**src/design/colmix_pkg.sv**
```systemverilog
// ********************
// colour mixer shared definitions
// widths, layer count and video pipeline depth
// ********************

package colmix_pkg;

    // number of graphics layers feeding the mixer
    localparam int NUM_LAYERS = 4;

    // pixel strobes from layer input to colour output
    // also the depth of the blanking delay
    localparam int PIPE_DLY = 5;

    // memory depths
    localparam int PAL_WORDS  = 1024;
    localparam int PROM_WORDS = 256;

    // layer pixel, low nibble is the colour index (0 = transparent)
    // upper nibble carries palette sub-bank and attributes
    typedef logic [7:0] layer_pxl_t;

    // layer number, 0 objects, 1 bg0, 2 bg1, 3 bg2
    typedef logic [1:0] layer_idx_t;

    // palette address, layer number above the pixel
    typedef logic [9:0] pal_addr_t;

    // palette word, red 3:0, green 7:4, blue 11:8, 15:12 unused
    typedef logic [15:0] pal_word_t;

    // priority PROM address and one-hot layer choice
    typedef logic [7:0] prom_addr_t;
    typedef logic [3:0] sel_t;

    // colour channels before and after expansion
    typedef logic [3:0] chan4_t;
    typedef logic [7:0] chan8_t;

endpackage
```
**src/design/blank_delay.sv**
```systemverilog
// ********************
// blanking delay and colour output
// aligns blanks with colour, expands to 8 bits, blacks out blanking
// ********************

`timescale 1ns/1ps

module blank_delay (
    input  logic                  clk,
    input  logic                  rst_n,
    input  logic                  pxl_cen,
    input  logic                  LHBL,
    input  logic                  LVBL,
    input  colmix_pkg::pal_word_t pal_q,
    output colmix_pkg::chan8_t    red,
    output colmix_pkg::chan8_t    green,
    output colmix_pkg::chan8_t    blue,
    output logic                  LHBL_dly,
    output logic                  LVBL_dly
);

    localparam int SR_LEN = colmix_pkg::PIPE_DLY - 1;

    // blank shift registers, newest sample in bit 0
    logic [SR_LEN-1:0]  hbl_sr;
    logic [SR_LEN-1:0]  vbl_sr;
    logic               active;
    colmix_pkg::chan4_t r4;
    colmix_pkg::chan4_t g4;
    colmix_pkg::chan4_t b4;

    // blanks as they enter the final register
    assign active = hbl_sr[SR_LEN-1] & vbl_sr[SR_LEN-1];

    // palette channel split, upper nibble unused
    assign r4 = pal_q[3:0];
    assign g4 = pal_q[7:4];
    assign b4 = pal_q[11:8];

    always_ff @(posedge clk or negedge rst_n) begin
        if (!rst_n) begin
            hbl_sr   <= '0;
            vbl_sr   <= '0;
            LHBL_dly <= 1'b0;
            LVBL_dly <= 1'b0;
            red      <= '0;
            green    <= '0;
            blue     <= '0;
        end else if (pxl_cen) begin
            hbl_sr   <= {hbl_sr[SR_LEN-2:0], LHBL};
            vbl_sr   <= {vbl_sr[SR_LEN-2:0], LVBL};
            LHBL_dly <= hbl_sr[SR_LEN-1];
            LVBL_dly <= vbl_sr[SR_LEN-1];
            // nibble repeated so full scale maps to 8'hff
            red      <= active ? {2{r4}} : '0;
            green    <= active ? {2{g4}} : '0;
            blue     <= active ? {2{b4}} : '0;
        end
    end

endmodule

```
**config.mk**
```make
export PLATFORM = sky130hd
export DESIGN_NAME = blank_delay
export DESIGN_NICKNAME = d
export VERILOG_FILES = /design/src/design/colmix_pkg.sv /design/src/design/blank_delay.sv
export SDC_FILE = /design/constraint.sdc
export NUM_CORES = 1
export LEC_CHECK = 0
export BUFFER_PORTS_ARGS = -buffer_cell sky130_fd_sc_hd__buf_2
export CAP_MARGIN = 30
export CORE_MARGIN = 1
export CORE_UTILIZATION = 40
export CTS_CLUSTER_DIAMETER = 100
export DETAILED_ROUTE_END_ITERATION = 16
export PLACE_DENSITY = 0.73
export REMOVE_ABC_BUFFERS = 1
export SLEW_MARGIN = 30
export SYNTH_ARGS = -nofsm -noshare
export SYNTH_HDL_FRONTEND = slang
export SYNTH_SLANG_ARGS = --single-unit
```
**constraint.sdc**
```tcl
create_clock -name clk -period 0.9 [get_ports clk]
set_input_delay 0.09 -clock clk [delete_from_list [all_inputs] [get_ports clk]]
set_output_delay 0.09 -clock clk [all_outputs]
set_load 0.02 [all_outputs]
```
# [Word-level counts from Yosys, hierarchy flattened]
# Cells that the tools add are included.
[word_totals] latchBits=0 input_bits=21 ram_bits=0 rom_bits=0 register_bits=34 out_inout_bits=26 wordCells=11 n_memories=0
[classes] reduce_logical=0 n_addsub=0 n_mux=3 multipliers=0 n_bitwise=1 shifts=0 div_mod_pow=0 n_lt_le_gt_ge=0 n_eq_ne=0
[ops] op="$mux W8" n=3
[ops] op="$and A1 B1 Y1" n=1

# [Logic depth before layout (Yosys ltp)]
[depth] word_depth=2 depth_mapped=4 mapped_depth_nobuf=2

# [Least setup slack after synthesis]
# Ideal clock, no wire load.
[synth_path] path_type="register -> register" startpoint="register hbl_sr[3]" endpoint="register blue[3]" t_required_ps=771 period_less_slack_ps=842 arrival_ps=714 path_stages_with_launch=4 path_slack_ps=58 setup_time_ps=129 n_path_buf=1 cell_sequence="dfrtp_1 nand2_1 buf_2 o22ai_1"
[synth_between] elab_chain_len=2
[synth_rtl] element="from (decl)" line_no="blank_delay.sv:25" source="logic [SR_LEN-1:0] hbl_sr;"
[synth_rtl] element="from (signal assigned)" line_no="blank_delay.sv:50" source="hbl_sr <= {hbl_sr[SR_LEN-2:0], LHBL};"
[synth_rtl] element="$and A1 B1 Y1" line_no="blank_delay.sv:33" source="assign active = hbl_sr[SR_LEN-1] & vbl_sr[SR_LEN-1];"
[synth_rtl] element="$mux W8" line_no="blank_delay.sv:57" source="blue <= active ? {2{b4}} : '0;"
[synth_rtl] element="to (signal assigned)" line_no="blank_delay.sv:57"
[synth_rtl] element="to (decl)" line_no="blank_delay.sv:17" source="output colmix_pkg::chan8_t blue,"
# No other way between the ends.
# A chain may end at the register's enable or synchronous reset.

==> flow_summary.toml <==
[placed_design]
dpl_worst_slack_ps = -34.57
place.gp.congestion = 0.6333
hpwl_microns = 1143
portBuffers = 42
post-place-cells = 142

[floorplan]
die_h_microns = 51.71
die-width_microns = 51.71
num_rows = 17
ios = 47
core_outline_area_sq_um = 2276
die_area_sq_um = 2674
initial_core_utilization_pct = 43.43

[worst_setup_path]
crit_required_ps = 810
worst-setup-path-type = "flop to primary output"
critical_path.n_buffers_inverters = 1
worstPathCellList = "buf_2"
worstSetupStartpointType = "flop"
critical_path.max_fanout = 3
crit_slowest_cell = "sky130_fd_sc_hd__dfrtp_1"
worstSetupEndpointType = "primary output"
critical-path-top-delay-family = "flip-flops"
timing.critical_path.arrival_ps = 880
max_stage_delay_ps = 420

[timing]
finalWorstPathRequiredPeriod_ps = 972.1
unrepaired_setup_endpoints_after_global_routing = "true"
maxSlewHeadroom_pct = 68.31
setup_viol = 26
fin_ws_ps = -72.14
tns_ps = -1509
tightestPinTransition_ps = 475.3
fin_hold_ws_ps = 15.90
hold_viol = 0
fin_worst_skew_ps = 2.321
timing.final.crit_share_pct = 108.0
finalMaxSlewViolations = 0
fmaxAchievable_mhz = 1029

[yosys]
post_synth_and_or_nand_nor_area_fraction_pct = 4.937
synth_enable_flop_cells = 0
muxShareOfSynthArea_pct = 13.67
synth_fa_ha_area_share_pct = 0
synthArstFlopShare_pct = 100.0
post_synth_design_cell_area_sq_um = 988.4
dominant_combinational_cell_family_by_area_after_synthesis = "buffers and inverters"
synth_compound_gate_area_share_pct = 7.595
synthDominantCellAreaShare_pct = 55.70
synth_top_area_cell = "sky130_fd_sc_hd__dfrtp_1"
synthCells = 86
ys_ff_latch = 22
most_numerous_cell_in_the_yosys_netlist = "sky130_fd_sc_hd__dfrtp_1"
synthesis.yosys.warnings = 0
netlist-cell-type-count = 10
postSynthAreaPerCell_sq_um = 11.49
synth_xor_area_share_pct = 0
sequential_fraction_of_the_synthesis_area_pct = 55.70
cell_types_with_the_largest_area_share_after_synthesis = "sky130_fd_sc_hd__dfrtp_1 (56%), sky130_fd_sc_hd__buf_4 (9.9%), sky130_fd_sc_hd__mux2_4 (9.1%), sky130_fd_sc_hd__o22ai_1 (7.6%), sky130_fd_sc_hd__nand2_1 (4.9%)"
synth_top_cells_by_count = "sky130_fd_sc_hd__dfrtp_1 (22), sky130_fd_sc_hd__buf_4 (13), sky130_fd_sc_hd__nand2_1 (13), sky130_fd_sc_hd__inv_1 (12), sky130_fd_sc_hd__o22ai_1 (12)"
synthFlopType = "sky130_fd_sc_hd__dfrtp_1"

[global_routing]
overflow = 0
largest_net_degree_at_the_start_of_global_routing = 23
grt_util_all_layers_pct = 14.12
grt_pass1_vias = 651
initial_antenna_violation_count = 0
wire_length_of_the_first_global_routing_pass_microns = 2773

[power]
peakVddDrop_mv = 1.464
power.clock.fraction_pct = 18.7
power_share_of_the_combinational_group_pct = 34.9
p_sw_share_pct = 30.65
seq_power_share_pct = 46.4
internal_power_uw = 1907
switching_power_uw = 843.2
cellLeakagePower_uw = 0.0006867
p_per_area_nw_per_um2 = 2041

[worst_hold_path]
hp-class = "input pin to flop"

[finish]
final-instance-count-excl-fill = 151
layout.filler_cells = 191
finalCoreUtilization_pct = 59.21
drive_gt1_share_pct = 51.22
final_nets = 145
areaGrowthSynthToFinish_pct = 36.33
antenna_cells_inserted = 0

[run_status]
outcome = "finished, violations left"
failed_checks = "setup timing"

[clocking]
cts_max_level = 1
worst_setup_hold_path_clk_slew_ps = 110
clock-root-buffer = "sky130_fd_sc_hd__clkbuf_4"
cts_buffer_depth = 2
cts-buffers-inserted = 3
cts_tree = "yes"
count_of_clock_tree_sinks = 22
worst_skew_pair.late_latency_ps = 300

[drt]
num_vias = 688
routed_via_density = 4.556
postRouteWirelength_microns = 1684
residual_drc = 0
drt_pass1_iterations = 4
first_drt_iteration_drcs = 3
antenna_violating_nets_post_route = 0
routedWlPerCell_microns = 11.15

[run]
cap_violations = 0
-- flip-flops by register name (all words and copies together), names as in the netlist --
register / cells
blue: 4
green: 4
hbl_sr: 4
red: 4
vbl_sr: 4
LHBL_dly: 1
LVBL_dly: 1
-- cell type report --
cell class                 instances  area [sq um]  share of cell area (%)
sequential                        22         550.5                   40.85
timing repair buffer              50         415.4                   30.83
tap                               28         35.03                   2.600
clock buffer                       4         36.28                   2.693
multi-input combinational         35         265.3                   19.68
inverter                          12         45.04                   3.343
-- through the flow --
step | power [uW] | area [sq um]
CTS | 2698 | 1276
global route | 2908 | 1348
global placement | 2011 | 1135
detailed placement | 2033 | 1135
floorplan | 1688 | 854.6
finish | 2751 | 1348
-- final timing paths --
kind | cells past startpoint | startpoint | slack (ps) | to
max | 1 | red[5] | -70 | red[1]
min reg2reg | 1 | vbl_sr[2] | 530 | vbl_sr[2]
min | 3 | pal_q[9] | 20 | blue[5]
max reg2reg | 3 | hbl_sr[3] | 40 | red[3]
min in group asynchronous | 2 | rst_n | 270 | hbl_sr[2]
max in group asynchronous | 2 | rst_n | 310 | vbl_sr[2]
-- power by group through the flow --
stage	Clock [uW]	Sequential [uW]	Combinational [uW]
final	515	1280	959
after global routing	581	1300	1030
after CTS	537	1270	893
after detailed placement	0	1260	769
after global placement	0	1250	757
after floorplan	0	1470	217
-- placed cells by master (no fill, tap or decap) --
cell type / synthesis / routed
sky130_fd_sc_hd__buf_4: 13 / 6
sky130_fd_sc_hd__dfrtp_1: 22 / 22
sky130_fd_sc_hd__buf_12: 0 / 1
sky130_fd_sc_hd__mux2_2: 4 / 4
sky130_fd_sc_hd__clkbuf_4: 0 / 3
sky130_fd_sc_hd__o22ai_2: 0 / 1
sky130_fd_sc_hd__clkbuf_8: 0 / 1
sky130_fd_sc_hd__dlygate4sd3_1: 0 / 2
sky130_fd_sc_hd__mux2_4: 6 / 6
sky130_fd_sc_hd__buf_2: 2 / 21
sky130_fd_sc_hd__buf_6: 1 / 20
sky130_fd_sc_hd__inv_1: 12 / 12
sky130_fd_sc_hd__o22ai_1: 12 / 11
sky130_fd_sc_hd__nand2_1: 13 / 13
-- per-layer routing --
layer  wire, microns  global-route usage (%)  share of wire [%]  vias to the layer above
met4               8                   4.054               0.48                        0
li1                -                       -                  -                      340
met2             836                   23.38                 50                       29
met1             743                   17.67                 44                      317
met5               0                       0                  0                        -
met3              96                   4.386                5.7                        2
-- cells by family after synthesis --
family,count (synthesis)
AND/OR/NAND/NOR,13
buffers and inverters,29
multiplexers,10
AO/OA/AOI/OAI,12
flip-flops,22
-- repair_timing --
action / in CTS / in global routing
endpoints found under the setup margin: 26 / 27
setup buffers: 1 / 2
resized for setup: 28 / 14
hold endpoints to repair: 22 / 1
gates cloned: 0 / 0
hold buffers: 1 / 1
pin swaps: 0 / 0
No activity file was read; power rests on OpenSTA's default activity.
