==> src/design/colmix_pkg.sv <==
// ********************
// colour mixer shared definitions
// widths, layer count and video pipeline depth
// ********************

package colmix_pkg;

    // number of graphics layers feeding the mixer
    localparam int NUM_LAYERS = 4;

    // pixel strobes from layer input to colour output
    // also the depth of the blanking delay
    localparam int PIPE_DLY = 5;

    // memory depths
    localparam int PAL_WORDS  = 1024;
    localparam int PROM_WORDS = 256;

    // layer pixel, low nibble is the colour index (0 = transparent)
    // upper nibble carries palette sub-bank and attributes
    typedef logic [7:0] layer_pxl_t;

    // layer number, 0 objects, 1 bg0, 2 bg1, 3 bg2
    typedef logic [1:0] layer_idx_t;

    // palette address, layer number above the pixel
    typedef logic [9:0] pal_addr_t;

    // palette word, red 3:0, green 7:4, blue 11:8, 15:12 unused
    typedef logic [15:0] pal_word_t;

    // priority PROM address and one-hot layer choice
    typedef logic [7:0] prom_addr_t;
    typedef logic [3:0] sel_t;

    // colour channels before and after expansion
    typedef logic [3:0] chan4_t;
    typedef logic [7:0] chan8_t;

endpackage
==> src/design/layer_stage.sv <==
// ********************
// layer input stage
// registers one layer pixel and its opaque flag
// ********************

`timescale 1ns/1ps

module layer_stage (
    input  logic                   clk,
    input  logic                   rst_n,
    input  logic                   pxl_cen,
    input  colmix_pkg::layer_pxl_t pxl,
    input  logic                   en,
    output colmix_pkg::layer_pxl_t pxl_q,
    output logic                   opaque
);

    // colour index zero means see-through
    logic idx_nz;

    assign idx_nz = |pxl[3:0];

    // pixel payload, advances on the strobe only
    always_ff @(posedge clk) begin
        if (pxl_cen) begin
            pxl_q <= pxl;
        end
    end

    // opaque flag
    // a disabled layer is always treated as transparent
    always_ff @(posedge clk or negedge rst_n) begin
        if (!rst_n) begin
            opaque <= 1'b0;
        end else if (pxl_cen) begin
            opaque <= en & idx_nz;
        end
    end

endmodule

==> config.mk <==
export PLATFORM = sky130hd
export DESIGN_NAME = layer_stage
export DESIGN_NICKNAME = d
export VERILOG_FILES = /design/src/design/colmix_pkg.sv /design/src/design/layer_stage.sv
export SDC_FILE = /design/constraint.sdc
export NUM_CORES = 1
export LEC_CHECK = 0
export BUFFER_PORTS_ARGS = -buffer_cell sky130_fd_sc_hd__buf_4
export CORE_AREA = 2 2 39 41
export DETAILED_ROUTE_END_ITERATION = 16
export DIE_AREA = 0 0 41 43
export GPL_ROUTABILITY_DRIVEN = 0
export PLACE_DENSITY_LB_ADDON = 0.3
export SYNTH_ARGS = -nofsm -noshare
export SYNTH_HDL_FRONTEND = slang
export SYNTH_SLANG_ARGS = --single-unit
==> constraint.sdc <==
create_clock -name clk -period 1.7 [get_ports clk]
set_clock_uncertainty 0.2 [all_clocks]
set_input_delay 0.34 -clock clk [delete_from_list [all_inputs] [get_ports clk]]
set_output_delay 0.34 -clock clk [all_outputs]
set_load 0.01 [all_outputs]
# After elaboration in Yosys (flattened, before gate mapping)

Cells that the tools add are included.

Bitwise operators: 1
Reduce and logical (&&, ||, !) cells: 1

Operator list:

| cell               | number |
|---|---|
| OR reduction 4 bit | 1 |
| bitwise AND 1 bit  | 1 |

Output and inout port bits: 9
Bits in registers: 9
Bits of input ports: 12

# Depth between registers and ports, before layout

Gate-level depths: netlist of run 1.

Depth in word-level cells: 2
Gate-level depth with buffers: 2

# Least setup slack after synthesis of run 1

No wires, ideal clock.

Kind: in2reg
Start point: in pxl[1]
End point: reg opaque
Stages on the path: 2
Required time: 1,367 ps
Arrival time: 674 ps
Setup slack: 694 ps
Buffers on the path: 0
Path through: nor4_2 -> o22ai_1

Longest elaborated chain between the ends: 2

Ends and longest elaborated chain:

| what                   | line              | RTL |
|---|---|---|
| start: declaration     | layer_stage.sv:12 | `input colmix_pkg::layer_pxl_t pxl,` |
| OR reduction 4 bit     | layer_stage.sv:21 | `assign idx_nz = \|pxl[3:0];` |
| bitwise AND 1 bit      | layer_stage.sv:36 | `opaque <= en & idx_nz;` |
| end signal: assignment | layer_stage.sv:36 |  |
| end: declaration       | layer_stage.sv:15 | `output logic opaque` |

Every way passes these cells.
A chain may end at the register's enable or synchronous reset.

# Worst setup path after layout of run 1

Start point: reg pxl_q[0]
End point: out pxl_q[0]

RTL lines:

| what                     | line              | RTL |
|---|---|---|
| start: declaration       | layer_stage.sv:14 | `output colmix_pkg::layer_pxl_t pxl_q,` |
| start signal: assignment | layer_stage.sv:26 | `pxl_q <= pxl;` |

No word-level cell between the ends.

==> results of run 1 <==
[routing by layer]
layer | GRT usage, % | share of wire [%] | up-vias
li1 | - | - | 99
met1 | 9.184 | 39 | 86
met2 | 12.81 | 45 | 21
met3 | 3.665 | 17 | 0
met4 | 6.000 | 0 | 0
met5 | 0 | 0 | -
[worst max-delay path by stage]
| stage | from | end | slack [ns] | cells after the start |
|---|---|---|---|---|
| 2_1_floorplan | pxl[1] | opaque | 0.69 | 2 |
| 3_3_place_gp | pxl[1] | opaque | 0.56 | 3 |
| 3_5_place_dp | pxl[1] | opaque | 0.53 | 3 |
| 4_1_cts | pxl_q[4] | pxl_q[4] | 0.36 | 1 |
| 5_1_grt | opaque | opaque | 0.35 | 1 |
| 6_report | pxl_q[0] | pxl_q[0] | 0.38 | 1 |
[per-stage QoR]
stage | util, % | hold WS, ns
6_report | 35.99 | 0.06536
5_1_grt | 35.99 | 0.05335
4_1_cts | 35.99 | 0.06005
3_5_place_dp | 33.36 | -0.08172
3_3_place_gp | 33.36 | -0.08298
2_1_floorplan | - | -0.1556
[area by class of cell]
class / instances / area (um^2)
tap: 16 / 20.02
sequential: 9 / 265.3
inverter: 1 / 3.754
multi-input combinational: 3 / 22.52
clock buffer: 4 / 26.28
fill: 145 / 885.9
timing repair buffer: 21 / 160.2
[registers in the layout, summed over array words and instances (netlist names)]
name    flops
opaque      1
pxl_q       8
[repair_timing]
item,in CTS,in global routing
setup endpoints to repair,0,0
gates resized for setup,0,0
hold endpoints to repair,1,0
hold buffers,1,0
[synth_stat cells]
library cell and n:
dfrtp_1 1, edfxtp_1 8, inv_1 1, o22ai_1 1
nand2_1 1, nor4_2 1
[power by group through the flow]
stage	registers (W)	clock network (W)	logic [W]
finish	0.000266	0.000157	0.0000661
global route	0.000268	0.000173	0.0000733
CTS	0.000267	0.000162	0.0000676
detailed placement	0.000270	0	0.0000658
global placement	0.000270	0	0.0000641
floorplan	0.000280	0	0.00000328
[logic make-up (layout without fill, tap and decap cells)]
logic type             count (synthesis)  count (layout)  synth area share, %
DFF                                    9               9                90.99
and+or+nand+nor                        2               2                5.577
AOI/OAI and AO/OA                      1               1                2.147
buffers and inverters                  1              26                1.286
==> out/metrics.csv, run 1 <==
stage,metric,value,unit
pwr,p_comb_share,13.5,%
clock_network,cts_buffers,3,
sta,setup_ws,0.3809,ns
sta,rsz0062_at_grt,no,
synthesis,yosysTopAreaCell,edfxtp_1,
sta,max_freq,758.1,MHz
sta,setup_viol,0,
die,die-width,41,um
final_layout,final_cells,54,
sta,min_period,1.319,ns
clock_network,cts_max_path_buffers,2,
worst_setup_path,r2r_start,opaque,
final_layout,area_delta_synth_final,70.82,%
job,drv_cap,0,
pwr,p_sw_share,20.21,%
synthesis,synth_cell_types,6,
route,drtPass1Iterations,3,
worst_setup_path,required,1.16,ns
grt,grt_pass1_vias,230,
route,ant_nets,0,
hold_path,hp-class,in2reg,
worst_setup_path,max_stage_delay,0.37,ns
pwr,internal_power,0.0003901,W
pwr,seqPwrFrac,54.5,%
sta,fin_crit_sh,77.59,%
clock_network,h-tree-depth,1,
synthesis,synth_nets,25,
worst_setup_path,cp_slowest_cell,edfxtp_1,
worst_setup_path,path_cells,buf_4,
clock_network,clock-root-buffer,clkbuf_4,
status,status,"complete, no violations",
hold_path,hold_depth,1,
synthesis,synthCells,13,
pwr,switchingPower,0.00009878,W
route,drtIter0Drc,10,
final_layout,fin_area,498.0,um^2
clock_network,tritoncts,built,
worst_setup_path,crit_fanout,1,
sta,worst_pin_slew,0.1982,ns
final_layout,diodes,0,
die,die_h,43,um
worst_setup_path,worstReg2RegEnd,opaque,
sta,finalSetupTns,0,ns
worst_setup_path,r2r.worst_path.cells,2,
pwr,ir_worst_vdd,0.3842,mV
final_layout,drive_gt1_share,63.16,%
synthesis,synthTopCellsByArea,"edfxtp_1, dfrtp_1, nor4_2, o22ai_1, inv_1",
pwr,p_per_area,981.7,nW/um^2
hold_path,hp-start,pxl[5],
grt,antenna_found_initial,0,
worst_setup_path,path_delay_family,flip-flops,
grt,grt_use_total,8.580,%
synthesis,avgSynthCellArea,22.43,um^2
placement,dp.cells,49,
worst_setup_path,critPathArrivalTime,0.78,ns
worst_setup_path,worstSetupStartpointType,flip-flop,
pwr,leakage,0.2146,nW
final_layout,mostFrequentLayoutCells,"buf_4, edfxtp_1, clkbuf_4",
route,routed_wl,647,um
final_layout,final_common_cell,buf_4,
worst_setup_path,setup.worst_path.end_class,output pin,
die,pin_count,21,
synthesis,synth_top_area_share,82.40,%
clock_network,cts_setup_buffers,0,
sta,slew_viol_final,0,
sta,hold_viol,0,
synthesis,yosys_warnings,0,
synthesis,synth-seq-area-share,90.99,%
grt,overflow,0,
route,via_count,206,
final_layout,nets,51,
route,post-route-drc-count,0,
placement,place_ws,0.5253,ns
clock_network,clock_sinks,9,
sta,slew_headroom,86.67,%
placement,placed_area,461.7,um^2
grt,grt_pass1_wl,945,um
pwr,pwr-share-clk,32.0,%
synthesis,syn_area,291.5,um^2
placement,portBuffers,20,
hold_path,hold_end,pxl_q[5],
route,vias_per_cell,3.815,
die,initial_core_util,21.07,%
pwr,p_total,0.0004888,W
die,fp.coreArea,1384,um^2
worst_setup_path,r2r_slack,0.86,ns
clock_network,clk_pin_slew,0.06,ns
synthesis,ys_ff_latch,9,
route,avgRoutedWirePerCell,11.98,um
die,dieArea,1763,um^2
die,rows,14,
worst_setup_path,path_class,reg2out,
grt,grt_max_degree,11,
worst_setup_path,crit_buf_inv,1,
clock_network,insertion_delay,0.25,ns
placement,dp_hpwl,522.3,um
Power figures use the tool's default switching activity.
==> run 2, diff against run 1 <==
==> constraint.sdc (replaced) <==
create_clock -name clk -period 1.22 [get_ports clk]
set_clock_uncertainty 0.2 [all_clocks]
set_input_delay 0.244 -clock clk [delete_from_list [all_inputs] [get_ports clk]]
set_output_delay 0.244 -clock clk [all_outputs]
set_load 0.01 [all_outputs]
==> out/metrics.csv, run 2 (same netlist as run 1, synthesis figures left out) <==
stage,metric,value,unit
die,die-width,41,um
clock_network,cts_max_path_buffers,2,
final_layout,drive_gt1_share,52.17,%
grt,grt_pass1_wl,1.055,mm
route,drtPass1Iterations,2,
worst_setup_path,required,0.78,ns
clock_network,cts_setup_buffers,0,
final_layout,fillers,137,
placement,portBuffers,20,
route,avgRoutedWirePerCell,11.32,um
hold_path,hp-class,in2reg,
final_layout,final_cells,62,
clock_network,h-tree-depth,1,
die,initial_core_util,21.07,%
worst_setup_path,worstSetupStartpointType,flip-flop,
route,via_count,239,
sta,setup_viol,2,
clock_network,clock-root-buffer,clkbuf_4,
route,vias_per_cell,3.855,
grt,antenna_found_initial,0,
final_layout,mostFrequentLayoutCells,"buf_4, dlygate4sd3_1, buf_6",
final_layout,nets,59,
placement,place_ws,0.1413,ns
final_layout,regArea,265.3,um^2
worst_setup_path,setup.worst_path.end_class,output pin,
sta,rsz0062_at_grt,yes,
sta,slew_viol_final,0,
sta,min_period,1.229,ns
sta,hold_viol,0,
grt,grt_pass1_vias,281,
pwr,ir_worst_vdd,0.5505,mV
clock_network,tritoncts,built,
pwr,p_per_area,1179,nW/um^2
clock_network,cts_buffers,3,
grt,overflow,0,
worst_setup_path,crit_buf_inv,1,
worst_setup_path,path_class,reg2out,
job,drv_cap,0,
die,rows,14,
clock_network,clk_pin_slew,0.06,ns
sta,max_freq,813.9,MHz
final_layout,diodes,0,
final_layout,final_common_cell,buf_4,
die,dieArea,1763,um^2
pwr,leakage,0.2591,nW
worst_setup_path,path_delay_family,flip-flops,
die,fp.coreArea,1384,um^2
sta,fin_crit_sh,100.7,%
grt,grt_use_total,9.295,%
route,drtIter0Drc,1,
worst_setup_path,path_cells,buf_6,
die,pin_count,21,
sta,worst_pin_slew,0.2038,ns
final_layout,regMostFlops,pxl_q,
final_layout,largest_reg_flops,8,
status,violations,setup timing,
clock_network,insertion_delay,0.25,ns
grt,grt_max_degree,11,
placement,dp.cells,49,
worst_setup_path,critPathArrivalTime,0.78,ns
sta,slew_headroom,86.30,%
placement,dp_hpwl,522.3,um
worst_setup_path,max_stage_delay,0.39,ns
route,post-route-drc-count,0,
status,status,"complete, but fails checks",
sta,setup_ws,-0.008586,ns
final_layout,area_delta_synth_final,109.9,%
die,die_h,43,um
worst_setup_path,cp_slowest_cell,edfxtp_1,
route,ant_nets,0,
final_layout,multi_input_area,22.52,um^2
final_layout,reg_top3,"pxl_q: 8 flops, opaque: 1 flops",
route,routed_wl,702,um
sta,finalSetupTns,-0.01224,ns
worst_setup_path,crit_fanout,1,
clock_network,clock_sinks,9,
==> run 2: cell count changes in the layout (fill, tap and decap cells not counted), sizes merged <==
| cell | before | now |
|---|---|---|
| dlygate4sd3 | 1 | 9 |
==> run 2: worst paths after layout <==
check | start | to | slack [ns] | depth (start not counted)
min in group asynchronous | rst_n | opaque | 0.11 | 2
hold / removal | en | opaque | 0.05 | 3
hold reg to reg | opaque | opaque | 0.37 | 2
max in group asynchronous | rst_n | opaque | 0.63 | 2
setup / recovery | pxl_q[0] | pxl_q[0] | -0.009 | 1
setup reg to reg | opaque | opaque | 0.37 | 2
==> run 2: layout make-up <==
cell class / instances / share of cell area, %
Multi-Input combinational cell: 3 / 3.681
Timing Repair Buffer: 29 / 44.79
Inverter: 1 / 0.6135
Sequential cell: 9 / 43.35
Tap cell: 16 / 3.272
Clock buffer: 4 / 4.294
==> run 2: report_power, final <==
part	internal, W	switching [W]	total (W)
Sequential	0.000364	0.0000122	0.000376
Combinational	0.0000857	0.0000405	0.000126
Clock	0.000125	0.0000939	0.000219
==> run 2: routing by layer <==
layer	global-route usage (%)	vias up	share of wire (%)
met4	6.000	0	0
met5	0	-	0
met2	15.31	21	45
met3	3.665	0	13
met1	8.844	103	42
li1	-	115	-
==> run 2: repair_timing <==
item | CTS | global route
hold buffers | 9 | 0
endpoints found under the hold margin | 9 | 0
gates resized for setup | 4 | 5
endpoints found under the setup margin | 5 | 9
gates cloned | 0 | 0
==> run 2: worst reg2reg max path, stage by stage (launching register included) <==
cell and delay, ns:
dfrtp_1 0.39, inv_1 0.06, o22ai_1 0.08
==> run 2: per-stage QoR <==
step,utilization [%],hold slack [ns],total power [W],cell area (um^2)
floorplan,-,-0.2516,0.0003950,291.5
CTS,42.86,0.04411,0.0007198,593.1
global route,44.21,0.07114,0.0007567,611.8
global placement,33.36,-0.1790,0.0004660,461.7
finish,44.21,0.05124,0.0007214,611.8
detailed placement,33.36,-0.1777,0.0004685,461.7
